**src/scd_params.svh**
```systemverilog
`ifndef SCD_PARAMS_SVH
`define SCD_PARAMS_SVH

// SCAD, FE and SC width, bit 9 is the sign
`define SCD_WIDTH 10
`define AR_WIDTH 36
`define MAGIC_WIDTH 9

// AR is numbered from the left, AR bit 0 sits at vector index 35
`define AR_IDX(n) (`AR_WIDTH - 1 - (n))

// AR bits that carry the flags on a flag load
`define AR_OV_BIT 0
`define AR_CRY0_BIT 1
`define AR_CRY1_BIT 2
`define AR_FOV_BIT 3
`define AR_FPD_BIT 4
`define AR_FXU_BIT 11
`define AR_DIV_CHK_BIT 12
`define AR_SC_SIGN_BIT 18

`endif

```
**src/scdPkg.sv**
```systemverilog
`default_nettype none

package scdPkg;

  // SCAD functions as coded in the microcode SCAD field
  typedef enum logic [2:0] {
    FuncA              = 3'd0,
    FuncAminusBminus1  = 3'd1,
    FuncAplusB         = 3'd2,
    FuncAminus1        = 3'd3,
    FuncAplus1         = 3'd4,
    FuncAminusB        = 3'd5,
    FuncOr             = 3'd6,
    FuncAnd            = 3'd7
  } scadFunc_t;

  // Codes 4 to 7 disable the A mux and give zero
  typedef enum logic [2:0] {
    ScadaFe    = 3'd0,
    ScadaArExp = 3'd1,
    ScadaArPos = 3'd2,
    ScadaMagic = 3'd3,
    ScadaOff   = 3'd4
  } scadaSel_t;

  typedef enum logic [1:0] {
    ScbSc      = 2'd0,
    ScbArField = 2'd1,
    ScbAlt     = 2'd2,
    ScbMagic   = 2'd3
  } scbSel_t;

  // SC source select
  typedef enum logic [1:0] {
    ScHold = 2'd0,
    ScFe   = 2'd1,
    ScScad = 2'd2,
    ScAr   = 2'd3
  } scSel_t;

endpackage

`default_nettype wire

```
**src/scadOperandSelect.sv**
```systemverilog
`timescale 1ns/1ps
`default_nettype none
`include "scd_params.svh"

module scadOperandSelect (
  input  wire logic [`AR_WIDTH-1:0]    ar,
  input  wire logic [`MAGIC_WIDTH-1:0] magic,
  input  wire logic [`SCD_WIDTH-1:0]   fe,
  input  wire logic [`SCD_WIDTH-1:0]   sc,
  input  scdPkg::scadaSel_t            scadaSel,
  input  scdPkg::scbSel_t              scadbSel,
  output logic [`SCD_WIDTH-1:0]        scadA,
  output logic [`SCD_WIDTH-1:0]        scadB
);

  import scdPkg::*;

  logic [7:0] arExp;
  logic [5:0] arPos;
  logic [5:0] arField;
  logic [8:0] arAlt;

  // Exponent field, ones-complemented when the word is negative
  assign arExp = ar[`AR_IDX(1) -: 8] ^ {8{ar[`AR_IDX(0)]}};

  // AR bits 0-5, the byte position
  assign arPos = ar[`AR_IDX(0) -: 6];

  // AR bits 6-11, the byte size
  assign arField = ar[`AR_IDX(6) -: 6];

  assign arAlt = ar[`AR_IDX(0) -: 9];

  always_comb begin
    case (scadaSel)
      ScadaFe:    scadA = fe;
      ScadaArExp: scadA = {{(`SCD_WIDTH - 8){1'b0}}, arExp};
      ScadaArPos: scadA = {{(`SCD_WIDTH - 6){1'b0}}, arPos};
      ScadaMagic: scadA = {{(`SCD_WIDTH - `MAGIC_WIDTH){1'b0}}, magic};
      default:    scadA = '0;
    endcase
  end

  always_comb begin
    case (scadbSel)
      ScbSc:      scadB = sc;
      ScbArField: scadB = {{(`SCD_WIDTH - 6){1'b0}}, arField};
      ScbAlt:     scadB = {{(`SCD_WIDTH - 9){1'b0}}, arAlt};
      default:    scadB = {{(`SCD_WIDTH - `MAGIC_WIDTH){1'b0}}, magic};
    endcase
  end

endmodule

`default_nettype wire

```
**src/scadAdder.sv**
```systemverilog
`timescale 1ns/1ps
`default_nettype none
`include "scd_params.svh"

module scadAdder (
  input  scdPkg::scadFunc_t          func,
  input  wire logic [`SCD_WIDTH-1:0] scadA,
  input  wire logic [`SCD_WIDTH-1:0] scadB,
  output logic [`SCD_WIDTH-1:0]      scad,
  output logic                       scadZero
);

  import scdPkg::*;

  logic [`SCD_WIDTH-1:0] bTerm;
  logic                  carryIn;
  logic [`SCD_WIDTH-1:0] sum;

  // B term and carry in for each arithmetic function, like the 10181 select lines
  always_comb begin
    bTerm   = '0;
    carryIn = 1'b0;
    case (func)
      FuncAminusBminus1: bTerm = ~scadB;
      FuncAplusB:        bTerm = scadB;
      FuncAminus1:       bTerm = '1;
      FuncAplus1:        carryIn = 1'b1;
      FuncAminusB: begin
        bTerm   = ~scadB;
        carryIn = 1'b1;
      end
      default: begin
        bTerm   = '0;
        carryIn = 1'b0;
      end
    endcase
  end

  // Carry out of the sign is dropped, results wrap modulo 1024
  assign sum = scadA + bTerm + {{(`SCD_WIDTH - 1){1'b0}}, carryIn};

  always_comb begin
    case (func)
      FuncOr:  scad = scadA | scadB;
      FuncAnd: scad = scadA & scadB;
      default: scad = sum;
    endcase
  end

  assign scadZero = (scad == '0);

endmodule

`default_nettype wire

```
**src/feScRegisters.sv**
```systemverilog
`timescale 1ns/1ps
`default_nettype none
`include "scd_params.svh"

module feScRegisters (
  input  wire logic                  clk,
  input  wire logic                  reset,
  input  wire logic [`SCD_WIDTH-1:0] scad,
  input  wire logic [`AR_WIDTH-1:0]  ar,
  input  wire logic                  feLoad,
  input  wire logic                  feShift,
  input  scdPkg::scSel_t             scSel,
  output logic [`SCD_WIDTH-1:0]      fe,
  output logic [`SCD_WIDTH-1:0]      sc,
  output logic                       scSign,
  output logic                       scGe36
);

  import scdPkg::*;

  logic [`SCD_WIDTH-1:0] scFromAr;

  // AR 18 is the sign of the right half, extended over the top two bits
  assign scFromAr = {{2{ar[`AR_IDX(`AR_SC_SIGN_BIT)]}}, ar[`AR_IDX(28):`AR_IDX(35)]};

  // Floating exponent register, load wins over shift
  always_ff @(posedge clk) begin
    if (reset) begin
      fe <= '0;
    end else if (feLoad) begin
      fe <= scad;
    end else if (feShift) begin
      fe <= {fe[`SCD_WIDTH-1], fe[`SCD_WIDTH-1:1]};
    end
  end

  // Shift counter
  always_ff @(posedge clk) begin
    if (reset) begin
      sc <= '0;
    end else begin
      case (scSel)
        ScFe:    sc <= fe;
        ScScad:  sc <= scad;
        ScAr:    sc <= scFromAr;
        default: sc <= sc;
      endcase
    end
  end

  assign scSign = sc[`SCD_WIDTH-1];

  // Any of the top four bits set means a count of 64 or more, or negative
  assign scGe36 = |sc[`SCD_WIDTH-1 -: 4];

  property pResetClears;
    @(posedge clk) reset |=> (fe == '0 && sc == '0);
  endproperty
  assert property (pResetClears)
    else $error("FE or SC not cleared by reset");

  property pShiftKeepsSign;
    @(posedge clk) (!reset && feShift && !feLoad) |=> $stable(fe[`SCD_WIDTH-1]);
  endproperty
  assert property (pShiftKeepsSign)
    else $error("FE sign changed on a shift");

endmodule

`default_nettype wire

```
**src/arithFlags.sv**
```systemverilog
`timescale 1ns/1ps
`default_nettype none
`include "scd_params.svh"

module arithFlags (
  input  wire logic                  clk,
  input  wire logic                  reset,
  input  wire logic [`AR_WIDTH-1:0]  ar,
  input  wire logic [`SCD_WIDTH-1:0] scad,
  input  wire logic                  adOv,
  input  wire logic                  adCry0,
  input  wire logic                  adCry1,
  input  wire logic                  setAdFlags,
  input  wire logic                  expTest,
  input  wire logic                  setDivChk,
  input  wire logic                  setFpd,
  input  wire logic                  clearFpd,
  input  wire logic                  loadFlags,
  output logic                       ov,
  output logic                       cry0,
  output logic                       cry1,
  output logic                       fov,
  output logic                       fxu,
  output logic                       divChk,
  output logic                       fpd
);

  logic expOverflow;
  logic expUnderflow;

  // Bit below the sign set means the exponent left its range
  assign expOverflow  = expTest & scad[`SCD_WIDTH-2];
  assign expUnderflow = expTest & scad[`SCD_WIDTH-1];

  always_ff @(posedge clk) begin
    if (reset) begin
      ov     <= 1'b0;
      cry0   <= 1'b0;
      cry1   <= 1'b0;
      fov    <= 1'b0;
      fxu    <= 1'b0;
      divChk <= 1'b0;
      fpd    <= 1'b0;
    end else if (loadFlags) begin
      ov     <= ar[`AR_IDX(`AR_OV_BIT)];
      cry0   <= ar[`AR_IDX(`AR_CRY0_BIT)];
      cry1   <= ar[`AR_IDX(`AR_CRY1_BIT)];
      fov    <= ar[`AR_IDX(`AR_FOV_BIT)];
      fxu    <= ar[`AR_IDX(`AR_FXU_BIT)];
      divChk <= ar[`AR_IDX(`AR_DIV_CHK_BIT)];
      fpd    <= ar[`AR_IDX(`AR_FPD_BIT)];
    end else begin
      // Sticky until the next flag load
      ov     <= ov | (setAdFlags & adOv) | expOverflow;
      cry0   <= cry0 | (setAdFlags & adCry0);
      cry1   <= cry1 | (setAdFlags & adCry1);
      fov    <= fov | expOverflow;
      fxu    <= fxu | expUnderflow;
      divChk <= divChk | setDivChk;
      // Set wins when both come in one cycle
      if (setFpd) begin
        fpd <= 1'b1;
      end else if (clearFpd) begin
        fpd <= 1'b0;
      end
    end
  end

  property pOvSticky;
    @(posedge clk) (ov && !reset && !loadFlags) |=> ov;
  endproperty
  assert property (pOvSticky)
    else $error("OV cleared without reset or flag load");

endmodule

`default_nettype wire

```
**src/scdDatapath.sv**
```systemverilog
`timescale 1ns/1ps
`default_nettype none
`include "scd_params.svh"

module scdDatapath (
  input  wire logic                    clk,
  input  wire logic                    reset,
  input  wire logic [`AR_WIDTH-1:0]    ar,
  input  wire logic [`MAGIC_WIDTH-1:0] magic,
  input  scdPkg::scadFunc_t            scadFunc,
  input  scdPkg::scadaSel_t            scadaSel,
  input  scdPkg::scbSel_t              scadbSel,
  input  wire logic                    feLoad,
  input  wire logic                    feShift,
  input  scdPkg::scSel_t               scSel,
  input  wire logic                    adOv,
  input  wire logic                    adCry0,
  input  wire logic                    adCry1,
  input  wire logic                    setAdFlags,
  input  wire logic                    expTest,
  input  wire logic                    setDivChk,
  input  wire logic                    setFpd,
  input  wire logic                    clearFpd,
  input  wire logic                    loadFlags,
  output logic [`SCD_WIDTH-1:0]        scad,
  output logic                         scadZero,
  output logic [`SCD_WIDTH-1:0]        fe,
  output logic [`SCD_WIDTH-1:0]        sc,
  output logic                         scSign,
  output logic                         scGe36,
  output logic                         ov,
  output logic                         cry0,
  output logic                         cry1,
  output logic                         fov,
  output logic                         fxu,
  output logic                         divChk,
  output logic                         fpd
);

  logic [`SCD_WIDTH-1:0] scadA;
  logic [`SCD_WIDTH-1:0] scadB;

  scadOperandSelect uOperandSelect (
    .ar       (ar),
    .magic    (magic),
    .fe       (fe),
    .sc       (sc),
    .scadaSel (scadaSel),
    .scadbSel (scadbSel),
    .scadA    (scadA),
    .scadB    (scadB)
  );

  scadAdder uScadAdder (
    .func     (scadFunc),
    .scadA    (scadA),
    .scadB    (scadB),
    .scad     (scad),
    .scadZero (scadZero)
  );

  feScRegisters uFeScRegisters (
    .clk     (clk),
    .reset   (reset),
    .scad    (scad),
    .ar      (ar),
    .feLoad  (feLoad),
    .feShift (feShift),
    .scSel   (scSel),
    .fe      (fe),
    .sc      (sc),
    .scSign  (scSign),
    .scGe36  (scGe36)
  );

  arithFlags uArithFlags (
    .clk        (clk),
    .reset      (reset),
    .ar         (ar),
    .scad       (scad),
    .adOv       (adOv),
    .adCry0     (adCry0),
    .adCry1     (adCry1),
    .setAdFlags (setAdFlags),
    .expTest    (expTest),
    .setDivChk  (setDivChk),
    .setFpd     (setFpd),
    .clearFpd   (clearFpd),
    .loadFlags  (loadFlags),
    .ov         (ov),
    .cry0       (cry0),
    .cry1       (cry1),
    .fov        (fov),
    .fxu        (fxu),
    .divChk     (divChk),
    .fpd        (fpd)
  );

endmodule

`default_nettype wire

```
**config.mk**
```make
export PLATFORM = sky130hd
export DESIGN_NAME = scdDatapath
export DESIGN_NICKNAME = d
export VERILOG_FILES = /design/src/scdPkg.sv /design/src/scadOperandSelect.sv /design/src/scadAdder.sv /design/src/feScRegisters.sv /design/src/arithFlags.sv /design/src/scdDatapath.sv
export VERILOG_INCLUDE_DIRS = /design/src
export SDC_FILE = /design/constraint.sdc
export NUM_CORES = 1
export LEC_CHECK = 0
export ABC_CLOCK_PERIOD_IN_PS = 4600
export BUFFER_PORTS_ARGS = -buffer_cell sky130_fd_sc_hd__buf_2
export CAP_MARGIN = 20
export CORE_MARGIN = 2
export CORE_UTILIZATION = 39
export DETAILED_ROUTE_END_ITERATION = 8
export PLACE_DENSITY_LB_ADDON = 0.1
export SLEW_MARGIN = 30
export SYNTH_ARGS = -nofsm -noshare
export SYNTH_HDL_FRONTEND = slang
export SYNTH_SLANG_ARGS = --single-unit
```
**constraint.sdc**
```tcl
create_clock -name clk -period 4.6 [get_ports clk]
set_input_delay 0.69 -clock clk [delete_from_list [all_inputs] [get_ports clk]]
set_output_delay 0.69 -clock clk [all_outputs]
set_load 0.005 [all_outputs]
```
Word-level counts from Yosys, hierarchy flattened

Index checks and enable logic that the tools add are counted.

Register bits after elaboration: 27
Bits in latches: 0
Memory bits (writable): 0
Memory bits (read-only): 0
Input bits: 68
Output and inout bits: 40
Word-level logic and storage cells: 69
Memories kept: 0

Add/sub/neg operators: 2
Multipliers: 0
Div/mod/pow operators: 0
Magnitude comparators: 0
Eq/ne operators: 15
Shifts and indexed selects: 0
Multiplexer cells: 17
Bitwise operators: 16
Reduce and logical (&&, ||, !) cells: 9

Operators by type and width:

| kind               | number |
|---|---|
| $pmux 10 s3        | 3 |
| $pmux 10 s4        | 1 |
| $pmux 10 s2        | 1 |
| $eq 3x2->1 const B | 4 |
| $eq 3x3->1 const B | 4 |
| $add 10x1->10      | 1 |
| $add 10x10->10     | 1 |
| $and 10x10->10     | 1 |
| $logic_not 10->1   | 1 |
| $mux 1             | 10 |
| $mux 10            | 1 |
| $not 10->10        | 1 |
| $or 10x10->10      | 1 |
| $mux 9             | 1 |
| $xor 8x8->8        | 1 |
| $or 1x1->1         | 7 |
| $eq 2x2->1 const B | 3 |
| $eq 3x1->1 const B | 2 |
| $reduce_bool 3->1  | 2 |
| $and 1x1->1        | 5 |
| $eq 2x1->1 const B | 2 |
| $reduce_or 2->1    | 2 |
| $reduce_or 4->1    | 1 |
| $logic_not 3->1    | 1 |
| other kinds (2)    | 2 |

Logic depth before layout (Yosys ltp)

Depth after elaboration: 10
Depth in mapped cells: 15
Gate-level depth less buffers: 14

Cells and area by module

A second synthesis with hierarchy kept.

Cell total of the unflattened synthesis: 301
Area total of the unflattened synthesis: 2762.6 um2

By module, submodules not included:

| module            | instances | cells an instance | area an instance (um2) | sequential area each (um2) |
|---|---|---|---|---|
| feScRegisters     | 1         | 83                | 1014.7                 | 400.4 |
| scadAdder         | 1         | 118               | 848.3                  | 0.0 |
| scadOperandSelect | 1         | 69                | 593.1                  | 0.0 |
| arithFlags        | 1         | 31                | 306.5                  | 140.1 |

Worst setup path after synthesis

No wires, ideal clock.

Path type: input-to-output
Start point: in ar[35]
End point: out scadZero
Arrival: 3.611 ns
Required time: 3.910 ns
Path slack: 0.299 ns
Stages: 12
Path buffers: 1
Path through: buf_2 xor2_1 mux4_2 nor2b_1 fa_1 a211oi_1 o21bai_1 o211ai_1 mux2_2 o21ai_0 o211ai_2 and4b_1

Cells in the longest elaborated chain, start to end: 7
Elaborated cells between the ends (all ways): 11
Those cells by class: 2 x add/sub; 4 x mux; 4 x bitwise; 1 x reduce/logical

Ends and longest elaborated chain:

| what               | line                             | text |
|---|---|---|
| from (decl)        | scdDatapath.sv:8                 | `` input wire logic [`AR_WIDTH-1:0] ar, `` |
| $pmux 10 s3        | scadOperandSelect.sv:45          | `case (scadbSel)` |
| $not 10->10        | scadAdder.sv:24, scadAdder.sv:29 |  |
| $pmux 10 s3        | scadAdder.sv:23                  | `case (func)` |
| $add 10x10->10     | scadAdder.sv:40                  | `` assign sum = scadA + bTerm + {{(`SCD_WIDTH - 1){1'b0}}, carryIn}; `` |
| $add 10x1->10      | scadAdder.sv:40                  |  |
| $pmux 10 s2 *      | scadAdder.sv:43                  | `case (func)` |
| $logic_not 10->1 * | scadAdder.sv:50                  | `assign scadZero = (scad == '0);` |
| to (decl)          | scdDatapath.sv:26                | `output logic scadZero,` |

Mark *: on every way between the ends. The rest lies on a longest branch, timed or not.

Worst setup path after layout

Start point: in ar[27]
End point: out scadZero

The elaborated chain is that of the path after synthesis.

==> qor.txt <==
status: finished clean
Row Count: 31
worst-margin pin slew: 0.688 ns
M1 GR Usage: 33.7%
met2 Usage GRT: 35.5%
Initial Util: 39.7%
critical path cell sequence: buf_8 -> xor2_1 -> mux4_2 -> nor2b_4 -> fa_2 -> buf_6 -> a211oi_2 -> o21bai_2 -> o211ai_1 -> mux2_2 -> o21ai_1 -> o211ai_4 -> and4b_1 -> buf_2
dpl hpwl: 7280 um
Area contributors post-synth: dfxtp_1 (19%), mux4_2 (8.7%), mux4_1 (5.5%)
initial antenna violation count: 0
crit path kind: in -> out
# IOs: 108
Final min period: 4.53 ns
Die ar.: 0.00800 mm2
largest net degree at the start of global routing: 24
Worst Path Required: 3.91 ns
fin util: 50.9%
Max Fclk: 221 MHz
Seq/Total Area, Yosys: 19.0%
worst vdd ir: 0.144 mV
synth warn: 0
ratio of cells with drive above 1 in the final layout: 38.0%
number of synthesized flops with an enable pin: 0
Worst Skew: 0.00755 ns
# DRC: 0
IO Port Bufs: 93
Final Hold Viols: 0
Overflow after GRT: 0
Distinct cells, synth: 61
fraction of registers with async set/reset: 0%
Final period util: 98.5%
critical path endpoint category: output pin
cell type with the largest total area after synthesis: dfxtp_1
CP max stage cell: mux4_2
Setup Viol. Count Final: 0
Routed WL: 8890 um
drt wl/cell: 16.5 um
Net Count, Synth: 415
PwrDens: 241 mW/mm2
clk slew on worst S/H paths: 0.10 ns
clk root buf: clkbuf_8
TritonCTS clock tree: built
Post-Place Cell Area: 0.00350 mm2
diodes inserted: 0
top cell family by delay on the critical path: compound AO/OA/AOI/OAI gates
Sink Count: 27
Chip Height: 89.5 um
global-route wire length before repair: 13800 um
latest clock arrival within the worst-skew pair: 0.28 ns
Synth Flop Type: dfxtp_1
nets@finish: 518
Min-Delay Path Class: reg -> reg
GP Congestion: 0.867
Clock Tree Buf Depth: 2
initial DRC count: 146
maximum capacitance violations: 0
worst path bufs/invs: 3
max incr delay on CP: 0.46 ns
post-synthesis cell count: 337
Critical Path Source Type: input port
CTS Buf Count: 3
via count: 2899
Yosys top cell area share: 19.0%
gr usage total: 22.2%
Avg Synthesized Cell Area: 8.45 um2
drt first pass iters: 4
Die W: 89.5 um
final instance area: 0.00365 mm2
vias in the first global route: 2565
CP Data Arrival Time: 3.84 ns
P&R area growth vs syn: 28.2%
fin. max-slew vios: 0
met3 Usage GRT: 1.48%
RSZ-0062 raised after global routing: true
leakage power total: 0.00175 uW
synthesis-stage register bit count: 27
busiest grt layer: met2
Crit Path Max Fanout: 5
Via-to-Cell Ratio: 5.39
Rel. slew slack: 53.5%
core area: 0.00718 mm2
synthesized cell area: 0.00285 mm2
H-tree Lvls: 1
remaining antenna violation count: 0
==> layout make-up <==
type | count | area, um2
Fill cell | 729 | 3530
Multi-Input combinational cell | 262 | 2150
Timing Repair Buffer | 120 | 692
Sequential cell | 27 | 541
Tap cell | 99 | 124
Inverter | 26 | 97.6
Clock buffer | 3 | 41.3
Clock inverter | 1 | 5.00
==> synth_stat cells (3+ instances only) <==
cell      number
mux4_1         6
a22oi_1        5
nor3_1         6
xor2_1         5
inv_1         25
ha_1           8
xnor2_1        8
mux2i_1       13
nand2b_1       5
dfxtp_1       27
nor2_1        32
a221oi_1       3
buf_4          3
mux2_2         5
clkbuf_1      14
o21ai_0       12
nand3_1        5
o211a_1        5
nand2_1       25
mux4_2        11
maj3_1         5
and2_1        11
a211oi_1      17
a21o_1         4
nor2b_1        7
buf_6          4
a21oi_1       26
o211ai_1       3
==> sequential cells by signal, summed over array words and instances, names as in the netlist <==
register,count
uArithFlags.cry0,1
uArithFlags.cry1,1
uArithFlags.divChk,1
uArithFlags.fov,1
uArithFlags.fpd,1
uArithFlags.fxu,1
uArithFlags.ov,1
uFeScRegisters.fe,10
uFeScRegisters.sc,10
==> final timing paths <==
| kind | start | to | slack (ns) | cells past startpoint |
|---|---|---|---|---|
| worst min-delay path | uArithFlags.fov$_SDFF_PP0_ | uArithFlags.fov$_SDFF_PP0_ | 0.53 | 2 |
| worst max register to register | uFeScRegisters.sc[0]$_SDFFE_PP0P_ | uFeScRegisters.sc[8]$_SDFFE_PP0P_ | 0.88 | 15 |
| worst max-delay path | ar[27] | scadZero | 0.07 | 14 |
| worst min register to register | uArithFlags.fov$_SDFF_PP0_ | uArithFlags.fov$_SDFF_PP0_ | 0.53 | 2 |
==> cells by family after synthesis <==
logic type | share of synthesized area (%)
adder cells (fa/ha/maj) | 7.07
flip-flops | 19.0
multiplexers | 21.3
AO/OA/AOI/OAI | 22.2
AND/OR/NAND/NOR | 18.6
XOR/XNOR | 4.00
buffers and inverters | 7.82
==> repair_timing <==
action / CTS / global route
hold buffers: 0 / 0
setup endpoints to repair: 2 / 2
pin swaps: 0 / 9
resized for setup: 4 / 29
buffers inserted: 0 / 2
gates cloned: 0 / 0
==> metrics by stage <==
stage	hold WS (ns)	instances	setup slack, ns	total power, uW	setup TNS (ns)
2_1_floorplan	0.503	337	0.299	550	0
3_3_place_gp	0.506	532	-0.0229	716	-0.0263
3_5_place_dp	0.518	532	-0.0409	722	-0.0582
4_1_cts	0.532	536	0.0388	865	0
5_1_grt	0.556	538	-0.0414	944	-0.0414
6_report	0.527	538	0.0704	881	0
==> where the power goes <==
group | leakage (uW) | internal, uW | total (uW) | switching (uW)
logic | 0.00151 | 227 | 460 | 234
clock network | 0.0000255 | 60.8 | 138 | 77.3
registers | 0.000224 | 257 | 282 | 25.2
total | 0.00175 | 545 | 881 | 336
==> layout by cell type (no fill, tap or decap), types with 6 or more instances in the layout <==
master	n
mux2i_1	13
nor2_1	32
nor2b_1	6
dfxtp_1	27
buf_4	25
mux4_2	16
buf_2	91
nand2_1	25
inv_1	25
and2_1	11
a211oi_1	16
ha_1	8
xnor2_1	8
o21ai_0	8
a21oi_1	23
==> tightest hold or removal path: cells and delay by family, from the launching register on <==
family,cells,cell delay (ns)
flip-flops,1,0.32
AO/OA/AOI/OAI,1,0.08
AND/OR/NAND/NOR,1,0.08
==> per-layer routing <==
| layer | wire length (um) | part of all wire [%] |
|---|---|---|
| met5 | 0 | 0 |
| met4 | 122 | 1.4 |
| met3 | 395 | 4.4 |
| met2 | 4210 | 47 |
| met1 | 4160 | 47 |
Power figures use the tool's default switching activity.
